<file path="config.mk">
export PLATFORM = sky130hd
export DESIGN_NAME = window_fetch
export DESIGN_NICKNAME = d
export VERILOG_FILES = /design/src/source/conv_pkg.sv /design/src/source/window_fetch.sv
export VERILOG_INCLUDE_DIRS = /design/src /design/src/include
export SDC_FILE = /design/constraint.sdc
export NUM_CORES = 1
export LEC_CHECK = 0
export BUFFER_PORTS_ARGS = -buffer_cell sky130_fd_sc_hd__buf_2
export CORE_ASPECT_RATIO = 1.1
export CORE_MARGIN = 4
export CORE_UTILIZATION = 25
export DETAILED_ROUTE_END_ITERATION = 16
export PLACE_DENSITY = 0.45
export SYNTH_ARGS = -nofsm -noshare
export SYNTH_HDL_FRONTEND = slang
export SYNTH_SLANG_ARGS = --single-unit
export TNS_END_PERCENT = 10
</file>
<file path="constraint.sdc">
create_clock -name clk -period 4.12 [get_ports clk]
set_input_delay 0.618 -clock clk [delete_from_list [all_inputs] [get_ports clk]]
set_output_delay 0.618 -clock clk [all_outputs]
set_load 0.05 [all_outputs]
</file>
<file path="src/include/conv_defines.svh">
`ifndef CONV_DEFINES_SVH
`define CONV_DEFINES_SVH

// feature map and kernel sides
`define CONV_FM_DIM 8
`define CONV_WT_DIM 3

// scratch memory, 32-bit words
`define CONV_MEM_DEPTH 256
`define CONV_MEM_AW 8

// register window, byte addresses above the memory window
`define CSR_CTRL 12'h400
`define CSR_STATUS 12'h404
`define CSR_WT_OFS 12'h408
`define CSR_IFM_OFS 12'h40C
`define CSR_OFM_OFS 12'h410

`endif

</file>
<file path="src/source/conv_pkg.sv">
`include "conv_defines.svh"

package conv_pkg;

    typedef logic [31:0] word_t;
    typedef logic [`CONV_MEM_AW-1:0] mem_addr_t;   // scratch word address
    typedef logic [5:0] pix_idx_t;                 // output pixel, row-major
    typedef logic [1:0] krow_t;
    typedef logic [1:0] kcol_t;

    typedef enum logic [1:0] {
        IDLE,
        LOAD_WT,   // 9 weight reads
        STREAM     // 9 window reads per output pixel
    } fetch_state_t;

endpackage

</file>
<file path="src/source/window_fetch.sv">
`include "conv_defines.svh"

module window_fetch
    import conv_pkg::*;
(
    input  logic      clk,
    input  logic      arst_n_i,
    input  logic      start_i,
    input  mem_addr_t wt_ofs_i,
    input  mem_addr_t ifm_ofs_i,
    input  word_t     rdata_i,
    output mem_addr_t raddr_o,
    output logic      re_o,
    output logic      wt_valid_o,
    output logic      px_valid_o,
    output krow_t     row_o,
    output kcol_t     col_o,
    output word_t     data_o
);
    localparam krow_t LAST_ROW = krow_t'(`CONV_WT_DIM - 1);
    localparam kcol_t LAST_COL = kcol_t'(`CONV_WT_DIM - 1);
    localparam pix_idx_t LAST_PIX = pix_idx_t'(`CONV_FM_DIM * `CONV_FM_DIM - 1);

    fetch_state_t state_q;
    pix_idx_t     pix_q;
    krow_t        krow_q;
    kcol_t        kcol_q;
    logic [3:0]   in_row;   // -1 wraps to 15, outside the map
    logic [3:0]   in_col;
    logic         pad;
    logic         pad_q;
    logic         win_end;

    assign in_row  = 4'(pix_q / `CONV_FM_DIM) + 4'(krow_q) - 4'd1;
    assign in_col  = 4'(pix_q % `CONV_FM_DIM) + 4'(kcol_q) - 4'd1;
    assign pad     = (in_row >= `CONV_FM_DIM) || (in_col >= `CONV_FM_DIM);
    assign win_end = (krow_q == LAST_ROW) && (kcol_q == LAST_COL);

    always_comb begin
        re_o    = 1'b0;
        raddr_o = ifm_ofs_i + mem_addr_t'(in_row) * mem_addr_t'(`CONV_FM_DIM)
                  + mem_addr_t'(in_col);
        if (state_q == LOAD_WT) begin
            re_o    = 1'b1;
            raddr_o = wt_ofs_i + mem_addr_t'(krow_q) * mem_addr_t'(`CONV_WT_DIM)
                      + mem_addr_t'(kcol_q);
        end else if (state_q == STREAM) begin
            re_o = !pad;   // padded taps skip the memory
        end
    end

    assign data_o = pad_q ? '0 : rdata_i;

    always_ff @(posedge clk or negedge arst_n_i) begin
        if (!arst_n_i) begin
            state_q    <= IDLE;
            pix_q      <= '0;
            krow_q     <= '0;
            kcol_q     <= '0;
            wt_valid_o <= 1'b0;
            px_valid_o <= 1'b0;
            row_o      <= '0;
            col_o      <= '0;
            pad_q      <= 1'b0;
        end else begin
            // tags trail the address by the memory latency
            wt_valid_o <= (state_q == LOAD_WT);
            px_valid_o <= (state_q == STREAM);
            row_o      <= krow_q;
            col_o      <= kcol_q;
            pad_q      <= (state_q == STREAM) && pad;
            if (state_q == IDLE) begin
                if (start_i) begin
                    state_q <= LOAD_WT;
                    pix_q   <= '0;
                    krow_q  <= '0;
                    kcol_q  <= '0;
                end
            end else begin
                kcol_q <= (kcol_q == LAST_COL) ? '0 : kcol_q + 1'b1;
                if (kcol_q == LAST_COL) begin
                    krow_q <= (krow_q == LAST_ROW) ? '0 : krow_q + 1'b1;
                end
                if (win_end && state_q == LOAD_WT) begin
                    state_q <= STREAM;
                end else if (win_end) begin
                    pix_q <= pix_q + 1'b1;
                    if (pix_q == LAST_PIX) begin
                        state_q <= IDLE;
                    end
                end
            end
        end
    end

endmodule

</file>
After elaboration in Yosys (flattened, before gate mapping):

Index checks and enable logic that the tools add are counted.

* register bits after elaboration: 19
* logic and storage cells: 62
* bits of input ports: 51

* $mul: 1
* multiplexer cells: 19
* $lt $le $gt $ge: 2
* $add $sub $neg: 11
* reduce and logical (&&, ||, !) cells: 13
* eq/ne operators: 7

Operators by type and width (count)
* 32-bit two-way mux: 1
* 6-bit two-way mux: 4
* 2-bit two-way mux: 11
* 8-bit by 4-bit adder with 8-bit output: 2
* 3-bit by 2-bit adder with 4-bit output: 2
* 8-bit by 2-bit adder with 8-bit output: 1
* 8-bit by 7-bit adder with 8-bit output: 1
* 4-bit greater-or-equal comparator (second input constant): 2
* 8-bit two-way mux: 1
* 4-bit by 1-bit subtractor with 4-bit output (second input constant): 2
* 6-bit by 1-bit adder with 6-bit output (second input constant): 1
* 2-bit equality test (second input constant): 3
* 6-bit equality test (second input constant): 1
* 3-bit AND reduction: 2
* 3-bit nonzero test: 2
* 2-bit by 1-bit adder with 2-bit output (second input constant): 2
* 2-bit by 2-bit multiplier with 4-bit output (second input constant): 1
* 2-bit != test (second input constant): 2
* 2-bit nonzero test: 2
* 1-bit logical AND: 3
* 2-bit by 1-bit equality test with 1-bit output (second input constant): 1
* 2-bit zero test: 1
* 1-bit two-way mux: 2
* 2-bit AND reduction: 1
* other kinds (2): 2

Depth between registers and ports, before layout:

Gate-level depths: netlist of the first run.

* depth in word-level cells: 7
* mapped depth: 13
* gate-level depth less buffers: 13

Worst setup path before layout of the first run:

OpenSTA, ideal clock, no wires.

* path type: flip-flop to output port
* from: reg kcol_q[1]
* to: out raddr_o[6]
* buffers on the path: 0
* data arrival time: 3.935 ns
* cell stages (with the launch flop): 14
* path slack: -0.433 ns
* cell sequence: dfrtp_1 -> inv_1 -> ha_1 -> inv_1 -> ha_1 -> fa_1 -> xnor2_1 -> fa_1 -> ha_1 -> o21ai_0 -> o21bai_1 -> a21oi_1 -> xor2_1 -> o21ai_0

* longest elaborated chain between the ends: 4
* elaborated cells on any way between the ends: 5
* classes of those cells: add/sub (4); mux (1)

Ends and longest elaborated chain
* start: declaration: RTL line window_fetch.sv:27 `kcol_t kcol_q;`
* start signal: assignment: RTL line window_fetch.sv:80 `kcol_q <= (kcol_q == LAST_COL) ? '0 : kcol_q + 1'b1;`
* 3-bit by 2-bit adder with 4-bit output: RTL line window_fetch.sv:35 `` assign in_col = 4'(pix_q % `CONV_FM_DIM) + 4'(kcol_q) - 4'd1; ``
* 4-bit by 1-bit subtractor with 4-bit output: RTL line window_fetch.sv:35
* 8-bit by 4-bit adder with 8-bit output: RTL line window_fetch.sv:41 `` raddr_o = ifm_ofs_i + mem_addr_t'(in_row) * mem_addr_t'(`CONV_FM_DIM) ``
* 8-bit two-way mux (*): RTL line window_fetch.sv:43 `if (state_q == LOAD_WT) begin`
* end: declaration: RTL line window_fetch.sv:12 `output mem_addr_t raddr_o,`

Every way passes the cells marked *; elsewhere a longest branch is shown, timed or not.

Final worst setup path of the first run:

* from: reg pix_q[1]
* to: out raddr_o[6]

* longest elaborated chain between the ends: 4

Ends and longest elaborated chain
* start: declaration: RTL line window_fetch.sv:25 `pix_idx_t pix_q;`
* start signal: assignment: RTL line window_fetch.sv:87 `pix_q <= pix_q + 1'b1;`
* 3-bit by 2-bit adder with 4-bit output: RTL line window_fetch.sv:35
* 4-bit by 1-bit subtractor with 4-bit output: RTL line window_fetch.sv:35
* 8-bit by 4-bit adder with 8-bit output: RTL line window_fetch.sv:41
* 8-bit two-way mux: RTL line window_fetch.sv:43

Every way passes these cells.

==> key figures, run 1 <==
Yosys
  • Unique cell type count in the Yosys netlist: 35
  • Sequential share of the synthesized area: 24.6%
  • Syn Inst Count: 223
  • Mapped Area: ~1900 um^2
  • Net Count, Synth: roughly 310
  • Synth Register Bits: 19
  • Syn_area_per_cell: ~8.7 um^2
  • Ys Warns: 0

CTS
  • H-Tree Depth: 1
  • Clock Tree Root: clkbuf_8
  • Reg clk slew, reported paths: 0.07 ns
  • Clk Latency, worst-skew pair: 0.25 ns
  • Deepest clock path buffer count: 2
  • TritonCTS clock tree: done
  • CTS buffer count: 3
  • CTS Sinks: 19

Worst setup path
  • R2R Path Start: krow_q[0]
  • Worst Path Max Fanout: 4
  • CP required: 3.50 ns
  • Reg2Reg Capture Point: pad_q
  • CP Launch Type: flop
  • Crit path to: raddr_o[6]
  • Crit Path Category: reg -> out
  • Worst reg2reg path depth: 8
  • CP startpoint: pix_q[1]
  • Arrival time worst endpoint: 3.37 ns
  • Worst Setup End Kind: output pin
  • R2r setup slk: 2.19 ns

Die
  • Core area: ~7500 um^2
  • Starting density of the core: 25.8%
  • # rows: 33
  • Die Area: 9190 um^2
  • Horiz. Die Dim: between 90 and 100 um
  • # IOs: 98
  • Die H: 100 um

GRT
  • Largest net degree at the start of global routing: 33
  • Number of global-route vias before repair: 1798
  • GRT Resource Usage Total: between 10 and 15%
  • First-pass GRT wire length: 8400 um
  • GRT overflow: 0
  • Initial antenna violation count: 0

Flow run
  • Max-Cap Viols: 0

Power and ir drop
  • Flop pwr share: 11.0%
  • Sw Pwr: 1.49 mW
  • Logic pwr share: 84.0%
  • Clock share of power: 5.0%
  • P per Cell Area: 929 nW/um^2
  • Switch share: 57.3%
  • Worst VDD drop: slightly above 600 uV
  • Pint: about 1.1 mW
  • Design Power: 2.59 mW
  • Lkg Pwr: 1.44 nW

Drt
  • Drt via density: 4.26
  • DR vias: 1857
  • Wirelength per Cell: 12.1 um
  • # DRC: 0
  • WL final: between 5000 and 6000 um
  • First-pass DRT Iterations: 4
  • DRT antenna net count: 0
  • Initial DRC Count: 51

Cells and area
  • Layout cells sized above 1: 42.0%
  • Layout area overhead: 44.6%
  • Commonest cells after routing, fill and taps aside: buf_2 (95), nor2b_1 (35), ha_1 (26)
  • ANT cells: 0
  • Nets: 421
  • Most common cell after layout, fill and taps aside: buf_2
  • Final instance area: about 2800 um^2

Timing
  • Slew @ Worst Pin: 0.861 ns
  • Fmax: 251 MHz
  • Rel. slew slack: 42.6%
  • Final Max Slew Viols: 0
  • Clock skew: 0.00129 ns
  • Worst hold slack: approximately 0.30 ns
  • Setup ws final: about 0.14 ns
  • Fin. Hold Viols: 0
  • Final setup viols: 0
  • Final period util: 96.7%
  • Unrepaired setup endpoints after global routing: true
  • Tmin final: 3.98 ns

Outcome
  • Status: completed

Placed design
  • Port Buffer Count: 97
  • Placed cell area: between 2000 and 3000 um^2
  • Placer Congestion: 0.753
  • DP Wirelength: 4450 um
  • Post-Place Setup Slack: 0.0597 ns

Min path
  • Hold Path Class: in -> async
Yosys cell counts:
cell / number / share of area, %
xnor2_1: 5 / 2.3
clkbuf_1: 3 / 0.58
inv_1: 31 / 6.0
and2_1: 1 / 0.32
nor2b_4: 1 / 0.71
and3_1: 1 / 0.32
nand3b_1: 2 / 0.78
nor2_1: 9 / 1.8
nor2b_1: 35 / 11
buf_2: 1 / 0.26
o21ai_1: 4 / 1.0
ha_1: 31 / 20
mux2i_1: 1 / 0.52
mux2_2: 2 / 1.2
dfrtp_1: 19 / 25
o21ai_0: 12 / 3.1
a21o_1: 3 / 1.2
nor3_1: 3 / 0.78
and2b_1: 1 / 0.39
o22ai_1: 2 / 0.65
or3_1: 1 / 0.32
o21a_1: 1 / 0.39
o31ai_1: 3 / 1.2
a21oi_1: 9 / 2.3
nand4_1: 3 / 0.97
nand2b_1: 3 / 0.97
nand2_1: 11 / 2.1
o21bai_1: 1 / 0.39
buf_4: 1 / 0.39
nand3_1: 6 / 1.6
fa_1: 7 / 7.3
xor2_1: 5 / 2.3
a211oi_1: 2 / 0.78
a31oi_1: 1 / 0.32
o211ai_1: 2 / 0.78
worst max-delay path, cell delays in order (launching register included):
cell and delay (ns):
dfrtp_1 0.36, inv_2 0.06, ha_4 0.26, inv_2 0.04, ha_4 0.14, fa_2 0.35, xnor2_2 0.17, fa_1 0.48
ha_4 0.31, buf_6 0.11, o21ai_4 0.05, o21bai_1 0.17, a21oi_1 0.10, xor2_1 0.17, o21ai_1 0.17, buf_6 0.18
power by group through the flow:
stage / Sequential, mW / Combinational, mW / Clock [mW]
finish: 0.286 / 2.18 / 0.130
global route: 0.299 / 2.39 / 0.145
CTS: 0.286 / 1.98 / 0.137
detailed placement: 0.289 / 1.91 / 0
global placement: 0.289 / 1.91 / 0
floorplan: 0.363 / 1.37 / 0
worst min-delay path by stage:
stage | startpoint | end | slack (ns) | cells past startpoint
after global placement | pix_q[4] | pix_q[4] | 0.47 | 1
after floorplan | arst_n_i | col_o[0] | 0.32 | 0
after global routing | arst_n_i | pix_q[2] | 0.33 | 1
final | arst_n_i | col_o[1] | 0.30 | 1
after CTS | arst_n_i | pix_q[0] | 0.31 | 1
after detailed placement | pix_q[4] | pix_q[4] | 0.47 | 1
metal layers:
| layer | part of all wire [%] | GRT usage [%] | up-vias |
|---|---|---|---|
| met5 | 0 | 0 | - |
| met3 | 10 | 3.75 | 4 |
| met2 | 45 | 19.1 | 92 |
| li1 | - | - | 955 |
| met1 | 45 | 14.0 | 806 |
| met4 | 0.44 | 1.26 | 0 |
final cells by class:
class,instances,area (um^2)
timing repair buffer,109,592
clock inverter,1,5.00
multi-input combinational,168,1430
inverter,31,116
tap,105,131
sequential,19,477
clock buffer,3,41.3
fill,777,4680
state kept, by name (all words and copies together), names as in the netlist:
signal	flops
pix_q	6
col_o	2
kcol_q	2
krow_q	2
row_o	2
state_q	2
pad_q	1
px_valid_o	1
wt_valid_o	1
cells by family (layout without fill, tap and decap cells):
| logic type | after synthesis | after routing | synth area share [%] |
|---|---|---|---|
| AO/OA/AOI/OAI | 40 | 40 | 12.1 |
| adder cells (fa/ha/maj) | 38 | 38 | 27.4 |
| flip-flops | 19 | 19 | 24.6 |
| AND/OR/NAND/NOR | 77 | 77 | 22.4 |
| multiplexers | 3 | 3 | 1.69 |
| XOR/XNOR | 10 | 10 | 4.54 |
| buffers and inverters | 36 | 144 | 7.26 |
repair_timing:
action | 4_1_cts | 5_1_grt
gates cloned | 0 | 0
pin swaps | 6 | 12
resized for setup | 11 | 21
hold buffers | 0 | 0
buffers inserted | 1 | 4
endpoints found under the setup margin | 3 | 4
metrics by stage:
step | setup TNS [ns] | util (%) | instances
floorplan | -0.101 | - | 223
global placement | 0 | 34.5 | 427
detailed placement | 0 | 34.5 | 427
CTS | -0.0408 | 35.6 | 432
global route | -0.0616 | 37.3 | 436
finish | 0 | 37.3 | 436
Note: power is estimated with default switching activity, not from simulation.
==> run 2, diff against run 1 <==
ABC_AREA = 1   (was not set)
CTS_CLUSTER_SIZE = 16   (was not set)
PLACE_DENSITY = 0.44   (was 0.45)
==> run 2 against run 1 <==
  * Synthesized area is 9.2% higher
  * Fmax is 2.1% higher
  * Die area is 8.4% higher
  * Power is 80% lower
  * Clock skew hardly changed
  * Wire length is 3.2% higher
  * Sequential share of layout area is 0.055 points higher
  * Non-clock buffer count is 11 lower
  * Global-route usage is 0.80 points lower
  * Hold slack worse by 0.0093 ns
  * Setup slack better by 0.082 ns
  * Register-to-register slack worse by 0.06 ns
==> key figures, run 2 <==
Cells and area
  • Layout cells sized above 1: 28.3% (was 42.0%)
  • Fill cells: 868 (was 777)
  • Register area: 475 um^2 (was 477 um^2)
  • ANT cells: 0 (unchanged)
  • Commonest cells after routing, fill and taps aside: buf_2 (94), inv_1 (79), nand2_1 (63) (was buf_2 (95), nor2b_1 (35), ha_1 (26))
  • Layout area overhead: 31.7% (was 44.6%)
  • Multi-input logic area: 1290 um^2 (was 1430 um^2)
  • Final core utilization: 34.5% (was 37.3%)
  • Most common cell after layout, fill and taps aside: buf_2 (unchanged)
  • Max reg flops: 6 (unchanged)
  • Nets: 500 (was 421)
  • Reg with most FFs: pix_q (unchanged)

Timing
  • Sum of negative setup slack: 0 ns (unchanged)
  • Slew @ Worst Pin: 0.879 ns (was 0.861 ns)
  • Final Max Slew Viols: 0 (unchanged)
  • Fmax: 256 MHz (was 251 MHz)
  • Clock skew: 0.00135 ns (was 0.00129 ns)
  • Final period util: 94.7% (was 96.7%)
  • Setup ws final: 0.217 ns (was 0.135 ns)
  • Final setup viols: 0 (unchanged)
  • Unrepaired setup endpoints after global routing: true (unchanged)
  • Rel. slew slack: 41.4% (was 42.6%)
  • Fin. Hold Viols: 0 (unchanged)
  • Tmin final: 3.90 ns (was 3.98 ns)

Worst setup path
  • CP Launch Type: flop (unchanged)
  • Worst Setup End Kind: output pin (unchanged)
  • Crit Path Category: reg -> out (unchanged)
  • Reg2Reg Capture Point: pad_q (unchanged)
  • CP required: 3.50 ns (about the same)
  • R2R Path Start: krow_q[0] (unchanged)
  • Worst reg2reg path depth: 9 (was 8)
  • Arrival time worst endpoint: 3.29 ns (was 3.37 ns)
  • R2r setup slk: 2.13 ns (was 2.19 ns)
  • Worst Path Max Fanout: 5 (was 4)

Drt
  • # DRC: 0 (unchanged)
  • Drt via density: 4.13 (was 4.26)
  • First-pass DRT Iterations: 4 (unchanged)
  • DR vias: 2139 (was 1857)
  • DRT antenna net count: 0 (unchanged)
  • Initial DRC Count: 46 (was 51)
  • Wirelength per Cell: 10.5 um (was 12.1 um)
  • WL final: 5430 um (was 5260 um)

Power and ir drop
  • Design Power: 519 uW (was 2.59 mW)
  • P per Cell Area: 187 nW/um^2 (was 929 nW/um^2)
  • Logic pwr share: 39.0% (was 84.0%)
  • Clock share of power: 25.1% (was 5.0%)
  • Pint: 312 uW (was 1.11 mW)
  • Switch share: 39.8% (was 57.3%)
  • Lkg Pwr: 1.77 nW (was 1.44 nW)
  • Worst VDD drop: 94.8 uV (was 613 uV)
  • Flop pwr share: 35.9% (was 11.0%)
  • Sw Pwr: 206 uW (was 1.49 mW)

CTS
  • CTS hold repair buffers: 0 (unchanged)
  • Post-CTS Resized: 0 (was 11)
  • Reg clk slew, reported paths: 0.07 ns (about the same)
  • Clk Latency, worst-skew pair: 0.26 ns (was 0.25 ns)
  • CTS Sinks: 19 (unchanged)
  • Clock Tree Root: clkbuf_8 (unchanged)
  • TritonCTS clock tree: done (unchanged)
  • H-Tree Depth: 1 (unchanged)
  • Total setup buffers inserted after CTS: 0 (was 1)
  • CTS buffer count: 3 (unchanged)
  • Deepest clock path buffer count: 2 (unchanged)

Yosys
  • Syn_area_per_cell: 6.75 um^2 (was 8.65 um^2)
  • Post-synth ARST share: 100% (unchanged)
  • Sequential share of the synthesized area: 22.6% (was 24.6%)
  • Syn Inst Count: 312 (was 223)
  • Mapped Area: 2110 um^2 (was 1930 um^2)
  • Share of the synthesized area in the top cell type: 22.6% (was 24.6%)
  • Post-synth top cells: inv_1 (80), nand2_1 (63), nor2_1 (44), ha_1 (31), nand3_1 (27) (was nor2b_1 (35), ha_1 (31), inv_1 (31), dfrtp_1 (19), o21ai_0 (12))
  • Unique cell type count in the Yosys netlist: 25 (was 35)
  • Count leader, synth: inv_1 (was nor2b_1)
  • Synth top area cells: dfrtp_1 (23%), ha_1 (18%), inv_1 (14%) (was dfrtp_1 (25%), ha_1 (20%), nor2b_1 (11%))
  • Synth Register Bits: 19 (unchanged)
  • Biggest area consumer among synthesized cells: dfrtp_1 (unchanged)
  • Ys Warns: 0 (unchanged)
  • Top FF cell, synth: dfrtp_1 (unchanged)
  • Net Count, Synth: 401 (was 312)
  • Number of flops mapped to enable cells by yosys: 0 (unchanged)

Outcome
  • Status: completed (unchanged)

Placed design
  • Placer Congestion: 0.759 (was 0.753)
  • Port Buffer Count: 97 (unchanged)
  • Post-Place Setup Slack: 0.265 ns (was 0.0597 ns)
  • DP Wirelength: 4740 um (was 4450 um)

Die
  • # rows: 34 (was 33)
  • Core area: 8040 um^2 (was 7470 um^2)
  • Die H: 104 um (was 100 um)
  • Starting density of the core: 26.2% (was 25.8%)
  • Horiz. Die Dim: 95.5 um (was 91.8 um)
  • # IOs: 98 (unchanged)
  • Die Area: 9960 um^2 (was 9190 um^2)

Min path
  • Hold Path Class: in -> async (unchanged)

GRT
  • Number of global-route vias before repair: 1913 (was 1798)
  • GRT Resource Usage Total: 10.3% (was 11.1%)
  • First-pass GRT wire length: 8330 um (was 8400 um)
  • Largest net degree at the start of global routing: 33 (unchanged)
  • Initial antenna violation count: 0 (unchanged)
  • GRT overflow: 0 (unchanged)

Flow run
  • Max-Cap Viols: 0 (unchanged)
## run 2: metrics by stage
step,area [um^2],std cells,hold WS (ns)
after floorplan,2110,312,0.322
after global placement,2710,514,0.385
after detailed placement,2710,514,0.399
after CTS,2760,518,0.305
after global routing,2770,518,0.326
final,2770,518,0.290
## run 2: layer usage
layer / wire, um / track usage, %
met5: 0 / 0
met4: 78 / 3.66
met3: 708 / 2.10
met2: 2460 / 17.9
met1: 2190 / 12.3
## run 2: kinds of logic (layout without fill, tap and decap cells)
kind of cell,count (synthesis),in the layout,synth area share [%]
buffers and inverters,89,187,16.3
XOR/XNOR,7,7,2.91
multiplexers,1,1,0.475
flip-flops,19,19,22.6
adder cells (fa/ha/maj),38,38,25.1
AO/OA/AOI/OAI,18,18,4.81
AND/OR/NAND/NOR,140,140,27.9
## run 2: worst max path at each step
| stage | from | slack (ns) | depth (start not counted) | to |
|---|---|---|---|---|
| 2_1_floorplan | wt_ofs_i[1] | 0.32 | 8 | raddr_o[2] |
| 3_3_place_gp | wt_ofs_i[1] | 0.28 | 15 | raddr_o[5] |
| 3_5_place_dp | wt_ofs_i[1] | 0.26 | 15 | raddr_o[5] |
| 4_1_cts | kcol_q[1] | 0.01 | 15 | raddr_o[5] |
| 5_1_grt | kcol_q[1] | -0.007 | 15 | raddr_o[5] |
| 6_report | kcol_q[1] | 0.22 | 15 | raddr_o[5] |
## run 2: area by class of cell
type / instances / area share, %
timing repair buffer: 98 / 18.0
sequential: 19 / 17.1
inverter: 85 / 11.6
tap: 108 / 4.87
clock inverter: 1 / 0.180
clock buffer: 3 / 1.49
multi-input combinational: 204 / 46.7
## run 2: critical path, cell delays in order, from the launching register on
cell     delay [ns]
dfrtp_1        0.38
inv_2          0.09
ha_1           0.27
inv_1          0.04
ha_1           0.19
fa_1           0.40
xnor2_2        0.18
fa_1           0.44
ha_1           0.34
nand2_1        0.08
nand2_1        0.08
nand2_1        0.06
xnor2_1        0.15
nand2_1        0.07
nand2_1        0.07
buf_4          0.19
## run 2: power groups by stage
stage | logic (mW) | clock network [mW] | registers [mW]
final | 0.202 | 0.130 | 0.186
after floorplan | 0.141 | 0 | 0.190
after detailed placement | 0.203 | 0 | 0.190
after CTS | 0.204 | 0.136 | 0.186
after global placement | 0.204 | 0 | 0.190
after global routing | 0.221 | 0.143 | 0.186
